--- src/common/nocArbPkg.sv ---
package nocArbPkg;

  localparam int NumPorts = 5;
  localparam int LenWidth = 12;     // packet length and timer count
  localparam int FlitIdWidth = 3;
  localparam int DataWidth = 16;
  localparam int CountWidth = 16;   // grant-cycle counters
  localparam int PortIdWidth = $clog2(NumPorts);

  // apb side
  localparam int AddrWidth = 5;
  localparam int ApbDataWidth = 32;
  localparam logic [AddrWidth-1:0] AddrCtrl = 5'h14;
  localparam logic [AddrWidth-1:0] AddrCnt0 = 5'h00;   // counter n at AddrCnt0 + 4n

  // cyclic priority order L, N, E, W, S
  typedef enum logic [PortIdWidth-1:0] {
    PortL = 0,
    PortN = 1,
    PortE = 2,
    PortW = 3,
    PortS = 4
  } port_e;

  typedef enum logic [FlitIdWidth-1:0] {
    Idle   = 3'd0,
    Header = 3'd1,
    Body   = 3'd2,
    Tail   = 3'd3
  } flitId_e;

  // one-hot, bits above StIdle line up with the grant vector
  typedef enum logic [NumPorts:0] {
    StIdle = 6'b000001,
    StL    = 6'b000010,
    StN    = 6'b000100,
    StE    = 6'b001000,
    StW    = 6'b010000,
    StS    = 6'b100000
  } arbState_e;

endpackage

--- src/arbiter/flitTimer.sv ---
`timescale 1ns/1ps

module flitTimer
  import nocArbPkg::*;
(
  input  logic                clk,
  input  logic                rst,
  input  flitId_e             flitId,
  input  logic [LenWidth-1:0] length,
  input  logic                run,
  output logic                timesUp
);

  logic [LenWidth-1:0] limit;
  logic [LenWidth-1:0] count;

  // hold limit comes from the header flit only
  always_ff @(posedge clk)
  begin
    if (rst)
      limit <= '0;
    else if (flitId == Header)
      limit <= length;
  end

  always_ff @(posedge clk)
  begin
    if (rst)
      count <= '0;
    else if (run)
      count <= count + 1'b1;
    else
      count <= '0;   // any cycle off the link restarts the count
  end

  // a zero limit expires on the first granted cycle
  assign timesUp = (count == limit);

endmodule

--- src/arbiter/outputArbiter.sv ---
`timescale 1ns/1ps

module outputArbiter
  import nocArbPkg::*;
(
  input  logic                clk,
  input  logic                rst,
  input  logic                arbEnable,
  input  logic                lReq,
  input  logic                nReq,
  input  logic                eReq,
  input  logic                wReq,
  input  logic                sReq,
  input  flitId_e             lFlitId,
  input  flitId_e             nFlitId,
  input  flitId_e             eFlitId,
  input  flitId_e             wFlitId,
  input  flitId_e             sFlitId,
  input  logic [LenWidth-1:0] lLength,
  input  logic [LenWidth-1:0] nLength,
  input  logic [LenWidth-1:0] eLength,
  input  logic [LenWidth-1:0] wLength,
  input  logic [LenWidth-1:0] sLength,
  output logic [NumPorts-1:0] grant
);

  arbState_e state;
  arbState_e nextState;
  port_e holder;

  logic [NumPorts-1:0] gatedReq;
  logic [NumPorts-1:0] run;
  logic [NumPorts-1:0] timesUp;

  flitId_e flitIds [NumPorts];
  logic [LenWidth-1:0] lengths [NumPorts];

  // first requester among base, base+1, ... (span ports), wrapping after S
  function automatic arbState_e rotatePick(input logic [NumPorts-1:0] req,
                                           input int unsigned base,
                                           input int unsigned span);
    arbState_e pick;
    int unsigned idx;
    pick = StIdle;
    // walk backwards so the nearest requester is kept last
    for (int k = int'(span) - 1; k >= 0; k--)
    begin
      idx = (base + k) % NumPorts;
      if (req[idx])
        pick = arbState_e'(StL << idx);
    end
    return pick;
  endfunction

  function automatic port_e holderOf(input arbState_e st);
    case (st)
      StN:     return PortN;
      StE:     return PortE;
      StW:     return PortW;
      StS:     return PortS;
      default: return PortL;
    endcase
  endfunction

  assign gatedReq = {sReq, wReq, eReq, nReq, lReq} & {NumPorts{arbEnable}};

  assign flitIds = '{lFlitId, nFlitId, eFlitId, wFlitId, sFlitId};
  assign lengths = '{lLength, nLength, eLength, wLength, sLength};

  // timers and FSM form a loop: run out, timesUp back
  for (genvar i = 0; i < NumPorts; i++)
  begin : timer_g
    flitTimer flitTimer_i (
      .clk     (clk),
      .rst     (rst),
      .flitId  (flitIds[i]),
      .length  (lengths[i]),
      .run     (run[i]),
      .timesUp (timesUp[i])
    );
  end

  assign holder = holderOf(state);

  always_comb
  begin
    nextState = StIdle;
    run = '0;
    case (state)
      StIdle:
        nextState = rotatePick(gatedReq, 0, NumPorts);
      StL, StN, StE, StW, StS:
      begin
        if (gatedReq[holder] && !timesUp[holder])
        begin
          run[holder] = 1'b1;   // keep the link
          nextState = state;
        end
        else
          nextState = rotatePick(gatedReq, int'(holder) + 1, NumPorts - 1);
      end
      default:
        nextState = StIdle;
    endcase
  end

  always_ff @(posedge clk)
  begin
    if (rst)
      state <= StIdle;
    else
      state <= nextState;
  end

  assign grant = state[NumPorts:1];   // drop the idle bit

endmodule

--- src/hdl/apbStatus.sv ---
`timescale 1ns/1ps

module apbStatus
  import nocArbPkg::*;
(
  input  logic                    clk,
  input  logic                    rst,
  input  logic [AddrWidth-1:0]    paddr,
  input  logic                    psel,
  input  logic                    penable,
  input  logic                    pwrite,
  input  logic [ApbDataWidth-1:0] pwdata,
  input  logic [NumPorts-1:0]     grant,
  output logic [ApbDataWidth-1:0] prdata,
  output logic                    pready,
  output logic                    pslverr,
  output logic                    arbEnable
);

  logic [CountWidth-1:0] grantCnt [NumPorts];
  logic [NumPorts-1:0] cntHit;
  logic ctrlHit;
  logic access;
  logic wrAccess;

  assign access = psel & penable;   // access phase
  assign wrAccess = access & pwrite;

  assign ctrlHit = (paddr == AddrCtrl);

  always_comb
  begin
    for (int n = 0; n < NumPorts; n++)
      cntHit[n] = (paddr == AddrWidth'(AddrCnt0 + 4 * n));
  end

  assign pready = 1'b1;   // no wait states
  assign pslverr = access & ~(ctrlHit | (|cntHit));

  // read data straight from the decoded register
  always_comb
  begin
    prdata = '0;
    if (ctrlHit)
      prdata[0] = arbEnable;
    for (int n = 0; n < NumPorts; n++)
    begin
      if (cntHit[n])
        prdata[CountWidth-1:0] = grantCnt[n];
    end
  end

  always_ff @(posedge clk)
  begin
    if (rst)
      arbEnable <= 1'b0;
    else if (wrAccess && ctrlHit)
      arbEnable <= pwdata[0];
  end

  always_ff @(posedge clk)
  begin
    for (int n = 0; n < NumPorts; n++)
    begin
      if (rst)
        grantCnt[n] <= '0;
      else if (wrAccess && cntHit[n])
        grantCnt[n] <= '0;   // clear beats increment
      else if (grant[n] && (grantCnt[n] != '1))
        grantCnt[n] <= grantCnt[n] + 1'b1;   // saturate at all ones
    end
  end

endmodule

--- src/hdl/flitSwitch.sv ---
`timescale 1ns/1ps

module flitSwitch
  import nocArbPkg::*;
(
  input  logic                 clk,
  input  logic                 rst,
  input  logic [NumPorts-1:0]  grant,
  input  logic [DataWidth-1:0] lData,
  input  logic [DataWidth-1:0] nData,
  input  logic [DataWidth-1:0] eData,
  input  logic [DataWidth-1:0] wData,
  input  logic [DataWidth-1:0] sData,
  output logic                 outValid,
  output logic [DataWidth-1:0] outData
);

  logic [DataWidth-1:0] dataIn [NumPorts];
  logic [DataWidth-1:0] selData;

  assign dataIn = '{lData, nData, eData, wData, sData};

  // grant is one-hot, so at most one port matches
  always_comb
  begin
    selData = '0;
    for (int i = 0; i < NumPorts; i++)
    begin
      if (grant[i])
        selData = dataIn[i];
    end
  end

  always_ff @(posedge clk)
  begin
    if (rst)
      outValid <= 1'b0;
    else
      outValid <= |grant;
  end

  // link data keeps its last flit while nobody is granted
  always_ff @(posedge clk)
  begin
    if (|grant)
      outData <= selData;
  end

endmodule

--- src/hdl/routerOutputPort.sv ---
`timescale 1ns/1ps

module routerOutputPort
  import nocArbPkg::*;
(
  input  logic                    clk,
  input  logic                    rst,
  input  logic                    lReq,
  input  logic                    nReq,
  input  logic                    eReq,
  input  logic                    wReq,
  input  logic                    sReq,
  input  flitId_e                 lFlitId,
  input  flitId_e                 nFlitId,
  input  flitId_e                 eFlitId,
  input  flitId_e                 wFlitId,
  input  flitId_e                 sFlitId,
  input  logic [DataWidth-1:0]    lData,
  input  logic [DataWidth-1:0]    nData,
  input  logic [DataWidth-1:0]    eData,
  input  logic [DataWidth-1:0]    wData,
  input  logic [DataWidth-1:0]    sData,
  input  logic [AddrWidth-1:0]    paddr,
  input  logic                    psel,
  input  logic                    penable,
  input  logic                    pwrite,
  input  logic [ApbDataWidth-1:0] pwdata,
  output logic [ApbDataWidth-1:0] prdata,
  output logic                    pready,
  output logic                    pslverr,
  output logic                    outValid,
  output logic [DataWidth-1:0]    outData,
  output logic [NumPorts-1:0]     grant
);

  logic arbEnable;

  // header length rides in the low bits of the flit payload
  outputArbiter outputArbiter_i (
    .clk       (clk),
    .rst       (rst),
    .arbEnable (arbEnable),
    .lReq      (lReq),
    .nReq      (nReq),
    .eReq      (eReq),
    .wReq      (wReq),
    .sReq      (sReq),
    .lFlitId   (lFlitId),
    .nFlitId   (nFlitId),
    .eFlitId   (eFlitId),
    .wFlitId   (wFlitId),
    .sFlitId   (sFlitId),
    .lLength   (lData[LenWidth-1:0]),
    .nLength   (nData[LenWidth-1:0]),
    .eLength   (eData[LenWidth-1:0]),
    .wLength   (wData[LenWidth-1:0]),
    .sLength   (sData[LenWidth-1:0]),
    .grant     (grant)
  );

  flitSwitch flitSwitch_i (
    .clk      (clk),
    .rst      (rst),
    .grant    (grant),
    .lData    (lData),
    .nData    (nData),
    .eData    (eData),
    .wData    (wData),
    .sData    (sData),
    .outValid (outValid),
    .outData  (outData)
  );

  apbStatus apbStatus_i (
    .clk       (clk),
    .rst       (rst),
    .paddr     (paddr),
    .psel      (psel),
    .penable   (penable),
    .pwrite    (pwrite),
    .pwdata    (pwdata),
    .grant     (grant),
    .prdata    (prdata),
    .pready    (pready),
    .pslverr   (pslverr),
    .arbEnable (arbEnable)
  );

endmodule

--- config.mk ---
export PLATFORM = sky130hd
export DESIGN_NAME = routerOutputPort
export DESIGN_NICKNAME = d
export VERILOG_FILES = /design/src/common/nocArbPkg.sv /design/src/arbiter/flitTimer.sv /design/src/arbiter/outputArbiter.sv /design/src/hdl/apbStatus.sv /design/src/hdl/flitSwitch.sv /design/src/hdl/routerOutputPort.sv
export SDC_FILE = /design/constraint.sdc
export NUM_CORES = 1
export LEC_CHECK = 0
export BUFFER_PORTS_ARGS = -buffer_cell sky130_fd_sc_hd__clkbuf_2
export CORE_ASPECT_RATIO = 1.1
export CORE_MARGIN = 4
export CORE_UTILIZATION = 50
export DETAILED_ROUTE_END_ITERATION = 8
export GPL_TIMING_DRIVEN = 0
export MAX_ROUTING_LAYER = met4
export PLACE_DENSITY = 0.71
export SLEW_MARGIN = 10
export SYNTH_ARGS = -nofsm -noshare
export SYNTH_HDL_FRONTEND = slang
export SYNTH_HIERARCHICAL = 1
export SYNTH_SLANG_ARGS = --single-unit
--- constraint.sdc ---
create_clock -name clk -period 6.4 [get_ports clk]
set_input_delay 0.32 -clock clk [delete_from_list [all_inputs] [get_ports clk]]
set_output_delay 0.32 -clock clk [all_outputs]
set_load 0.005 [all_outputs]
Word level (Yosys, flattened, before mapping) --
Memory sizes are Yosys's and may differ from the RTL's. Cells that the tools add are included. W data, S select, Z words.
Storage, ports and cells: memories 1, word-level logic and storage cells 200, RAM bits 80, register bits 144, output and inout bits 56
Operators by class: shift operators 4, equal/unequal tests 27, bitwise gates (word level) 21, mux-type cells 86, $add $sub $neg 14, reduce and logical (&&, ||, !) cells 23, magnitude comparators 6, divide/modulo/power cells 4
Memory list:
- apbStatus_i.grantCnt | words 5, width 16, rd ports 5, clocked after Yosys merged registers in 0, write ports 5, line apbStatus.sv:20 | logic [CountWidth-1:0] grantCnt [NumPorts];
Operators with widths (count):
- $mux W16 | 20
- $lt A32 B4 Y1 const B | 4
- $mod A32 B3 Y32 const B | 4
- $shl A2 B32 Y6 const A | 4
- $add A16 B1 Y16 const B | 5
- $ne A16 B16 Y1 const B | 5
- $add A32 B2 Y32 const B | 2
- $add A12 B1 Y12 const B | 5
- $eq A12 B12 Y1 | 5
- $mux W6 | 10
- $mux W1 | 45
- $add A32 B1 Y32 const B | 1
- $bmux W1 S3 | 6
- $eq A3 B1 Y1 const B | 5
- $reduce_or A5 Y1 | 3
- $logic_and A1 B1 Y1 | 13
- $pmux W3 S4 | 1
- $pmux W6 S2 | 1
- $or A1 B1 Y1 | 11
- $eq A5 B4 Y1 const B | 2
- $eq A5 B5 Y1 const B | 2
- $mux W5 | 2
- $reduce_or A2 Y1 | 5
- $eq A6 B1 Y1 const B | 1
- other kinds (16) | 23

Depth between registers and ports, before layout --
depth after elaboration 13, mapped depth 21, mapped depth without buffers 18

By module --
Netlist, hierarchy kept.
Modules (own cells, without submodules):
- flitTimer | times used 5, area each 1073.5 um^2, cells each 113
- apbStatus | times used 1, area each 5322.6 um^2, cells each 543
- outputArbiter | times used 1, area each 2663.8 um^2, cells each 369
- flitSwitch | times used 1, area each 1081.0 um^2, cells each 114

Least setup slack after synthesis --
OpenSTA, ideal clock, no wires.
path kind register -> register, start point register outputArbiter_i.state[3], end point register outputArbiter_i.state[5], slack 1554 ps, arrival time 4730 ps, data required time 6284 ps, stages on the path, launching flop included 21, clock period less this slack 4846 ps, library setup time 116 ps, cell sequence dfxtp_1 buf_6 or4_4 buf_6 nor2_4 buf_6 clkbuf_1 inv_1 ha_1 clkbuf_1 nor4_1 or2_2 ha_1 nand2b_1 o211ai_1 a211oi_4 mux2i_1 and3_1 o41ai_1 a221o_1 a41o_1
On the way: word-level cells in the longest chain between the ends 13, elaborated cells on any way between the ends 41
Ends and longest elaborated chain:
- from (decl) | line outputArbiter.sv:27 | arbState_e state;
- from (signal assigned) | line outputArbiter.sv:110 | state <= StIdle;
- from (signal assigned) | line outputArbiter.sv:112 | state <= nextState;
- $eq A6 B6 Y1 (tied with other cells) | line outputArbiter.sv:56, outputArbiter.sv:89
- $pmux W3 S4 | line outputArbiter.sv:56 | case (st)
- $add A3 B1 Y4 | line outputArbiter.sv:100 | nextState = rotatePick(gatedReq, int'(holder) + 1, NumPorts - 1);
- $add A32 B2 Y32 | line outputArbiter.sv:48 | idx = (base + k) % NumPorts;
- $mod A32 B3 Y32 | line outputArbiter.sv:48
- $bmux W1 S3 | line outputArbiter.sv:49 | if (req[idx])
- $mux W1 (not written as such) | line outputArbiter.sv:49
- $mux W6 (4 in a row) | line outputArbiter.sv:49
- $mux W6 | line outputArbiter.sv:94 | if (gatedReq[holder] && !timesUp[holder])
- $pmux W6 S2 | line outputArbiter.sv:89 | case (state)
Several ways; a longest one is shown, not always the timed one. The select of a mux whose other input is x is not followed. A chain may end at the register's enable or synchronous reset.

Final worst setup path --
start point register outputArbiter_i.state[3], end point register outputArbiter_i.state[3]
The elaborated chain is that of the path after synthesis.

==> summary.md <==
| Metric | Value |
|---|---|
| Post-CTS setup buffers | 0 |
| P_sw | 0.000763 W |
| Max clock buf depth | 3 |
| Reg-to-reg endpoint | outputArbiter_i/state[3] |
| Cells after Synth | 1591 |
| Antenna cell count | 0 |
| Mapped cell area | 14400 sq um |
| Register bit total from synthesis | 224 |
| Final hold viol count | 0 |
| CTS hold repair buffers | 0 |
| Top_reg_cell synth | dfxtp_1 |
| Setup crit start kind | flip-flop |
| Crit end category | flip-flop |
| Remaining global-route overflow | 0 |
| Proportion of layout cells with a drive suffix above 1 | 17.9% |
| Critical Path Fanout Max | 10 |
| Placed Area | 15700 sq um |
| Vias in the first global route | 12400 |
| Sequential share of the synthesized area | 37.7% |
| First-pass GRT wire length | 65.2 mm |
| Final TNS setup | 0 ns |
| Synth-to-layout area growth | 14.8% |
| Total number of vias | 12900 |
| Distinct cell type count after synthesis | 102 |
| Htree depth | 1 |
| Post-Syn Area per Cell | 9.07 sq um |
| Status | complete, no violations |
| Worst-margin pin slew | 0.997 ns |
| Routed vias/inst | 5.97 |
| Max incr delay on CP | 0.54 ns |
| Worst EP required | 6.78 ns |
| Cell Int Power | 0.00247 W |
| Hold Path Class | in2reg |
| CP max-delay cell | or4_4 |
| RSZ-0062 raised after global routing | false |
| Largest net degree at the start of global routing | 32 |
| Hold Slack | 0.0734 ns |
| Max cap viols | 0 |
| Post-route DRC | 0 |
| Combinational power share | 7.2% |
| Clock power share | 44.8% |
| Post-CTS resize count | 0 |
| Clock transition at path regs | 0.06 ns |
| Post-synth EDFFs | 96 |
| Worst Path Class, Setup | reg2reg |
| Hold endpoint | outputArbiter_i/timer_g[4].flitTimer_i/limit[1] |
| Total power | 0.00324 W |
| Drt first-iter violations | 1226 |
| Initial antenna violation count | 0 |
| Core Region | 28100 sq um |
| Most frequent CP cell | buf_6 |
| Fmax | 167 MHz |
| Most frequent cells in the layout | 196 x nor2_1, 151 x clkbuf_2, 128 x dfxtp_1 |
| Period utilization | 93.7% |
| Net Sw Frac | 23.6% |
| Largest cells by area after synthesis | edfxtp_1 20%, dfxtp_1 18%, mux2i_1 6.0% |
| # nets final | 1962 |
| Hold Path Depth | 3 |
| Sink Count | 224 |
| Fin area | 16600 sq um |
| WP data arrival | 6.38 ns |
| GRT Util Overall | 26.1% |
| Max_slew headroom | 33.3% |
| Commonest non-fill, non-tap cell in the layout | nor2_1 |
| Final min period | 6.00 ns |
| Synth warnings | 6 |
| Initial Util | 51.4% |
| IO buf count | 148 |
| Chip height | 186 um |
| Antenna Nets Post-Route | 0 |
| Synth area leader | edfxtp_1 |
| Pwr/cell area | 195 nW/um^2 |
| Post-Route WL | 41.8 mm |
| Die Footprint | 31700 sq um |
| Ys async rst share | 0% |
| Worst IR Drop VDD | 0.182 mV |
| Reg2reg setup slack | 0.40 ns |
| Worst R2R Start | outputArbiter_i/state[3] |
| Routed len/inst | 19.3 um |
| Latest clock arrival within the worst-skew pair | 0.53 ns |
| Rows | 64 |
| Num CTS Buffers | 25 |
| Root buffer cell | clkbuf_16 |
| Min-delay src | sData[1] |
| Placer congestion estimate | 0.989 |
| CTS tree | yes |
| Seq pwr share | 48.0% |
| IO Count | 198 |
| Layout Skew | 0.0295 ns |
| FF-to-FF path depth | 20 |
| Max Slew Vio Count | 0 |
| Post-DP HPWL | 31.9 mm |
| Iteration count of the initial detailed-routing pass | 6 |
| # fillers | 2462 |
| DIE WIDTH | 170 um |
| Leak Pwr | 5.81 nW |
| Synth top area share | 20.0% |
| CP cell instances | buf_6 > or4_4 > buf_6 > nor2_4 > buf_6 > clkbuf_1 > inv_1 > ha_1 > clkbuf_1 > nor4_1 > or2_2 > ha_1 > nand2b_1 > o211ai_1 > a211oi_4 > mux2i_1 > a311oi_1 > nor4b_1 > a221oi_1 > o22ai_1 |
| # setup viols final | 0 |
## synthesized netlist by cell type (17+ instances only)
| cell | count |
|---|---|
| inv_1 | 49 |
| nor4_1 | 21 |
| or3_1 | 34 |
| o31ai_1 | 17 |
| o22ai_1 | 18 |
| dfxtp_1 | 128 |
| edfxtp_1 | 96 |
| buf_4 | 30 |
| nor2_1 | 196 |
| xor2_1 | 47 |
| ha_1 | 35 |
| clkbuf_1 | 39 |
| nand3_1 | 58 |
| a31oi_1 | 27 |
| nand2_1 | 79 |
| nand3b_1 | 20 |
| xnor2_1 | 90 |
| nor3_1 | 28 |
| a21oi_1 | 86 |
| mux2i_1 | 87 |
| nand4_1 | 53 |
| o21ai_0 | 55 |
| buf_2 | 25 |
| nand2b_1 | 20 |
## kinds of logic (layout without fill, tap and decap cells)
logic type	after synthesis	after routing	synth area share, %
AO/OA/AOI/OAI	316	316	15.2
XOR/XNOR	138	138	8.43
adder cells (fa/ha/maj)	36	36	3.17
buffers and inverters	157	353	5.42
flip-flops	224	224	37.7
multiplexers	91	91	6.45
other	2	17	0.0520
AND/OR/NAND/NOR	627	627	23.6
## flip-flops by register name (all words and copies together) (netlist names)
register	count
outputArbiter_i/state	6
outputArbiter_i/timer_g.flitTimer_i/limit	60
apbStatus_i/grantCnt	80
outputArbiter_i/timer_g.flitTimer_i/count	60
apbStatus_i/arbEnable	1
flitSwitch_i/outData	16
flitSwitch_i/outValid	1
## worst max-delay path: cells and delay by family (launching register included)
family / cells / cell delay (ns)
adders and majority gates: 2 / 0.55
DFF: 1 / 0.31
and+or+nand+nor: 6 / 1.76
AOI/OAI and AO/OA: 5 / 1.44
muxes: 1 / 0.41
buffers and inverters: 6 / 1.37
## power by group through the flow
stage / Sequential [W] / Combinational, W / Clock, W
2_1_floorplan: 0.00157 / 0.000129 / 0
3_3_place_gp: 0.00158 / 0.000222 / 0
3_5_place_dp: 0.00158 / 0.000228 / 0
4_1_cts: 0.00155 / 0.000230 / 0.00147
5_1_grt: 0.00156 / 0.000251 / 0.00152
6_report: 0.00155 / 0.000232 / 0.00145
## through the flow
step	setup WS (ns)	util, %	instances
finish	0.403	59.0	2165
global route	0.200	59.0	2165
CTS	0.607	59.0	2165
detailed placement	0.635	56.0	2120
global placement	0.677	55.8	2117
floorplan	1.55	-	1606
## routing by layer
layer | share of wire [%] | vias to the layer above | routed length (um) | global-route usage, %
met5 | 0 | - | 0 | -
met4 | 2.3 | 0 | 980 | 6.42
met3 | 6.5 | 74 | 2720 | 2.94
met2 | 49 | 516 | 20400 | 44.5
met1 | 42 | 6144 | 17700 | 33.4
li1 | - | 6201 | - | -
## cell type report
class                           instances  area (sq um)  area share (%)
Inverter                               52           195            1.18
Multi-Input combinational cell       1225          8290            50.0
Sequential cell                       224          5450            32.9
Buffer                                105           587            3.54
Timing Repair Buffer                  151           771            4.65
Clock inverter                          9          80.1           0.483
Tap cell                              363           454            2.74
Clock buffer                           36           753            4.55
## worst max-delay path by stage
stage                                   from  slack (ns)                  endpoint
floorplan           outputArbiter_i/state[3]        1.55  outputArbiter_i/state[5]
global placement    outputArbiter_i/state[3]        0.68  outputArbiter_i/state[5]
detailed placement  outputArbiter_i/state[3]        0.64  outputArbiter_i/state[3]
CTS                 outputArbiter_i/state[3]        0.61  outputArbiter_i/state[3]
global route        outputArbiter_i/state[3]        0.20  outputArbiter_i/state[3]
finish              outputArbiter_i/state[3]        0.40  outputArbiter_i/state[3]
Power figures use the tool's default switching activity.
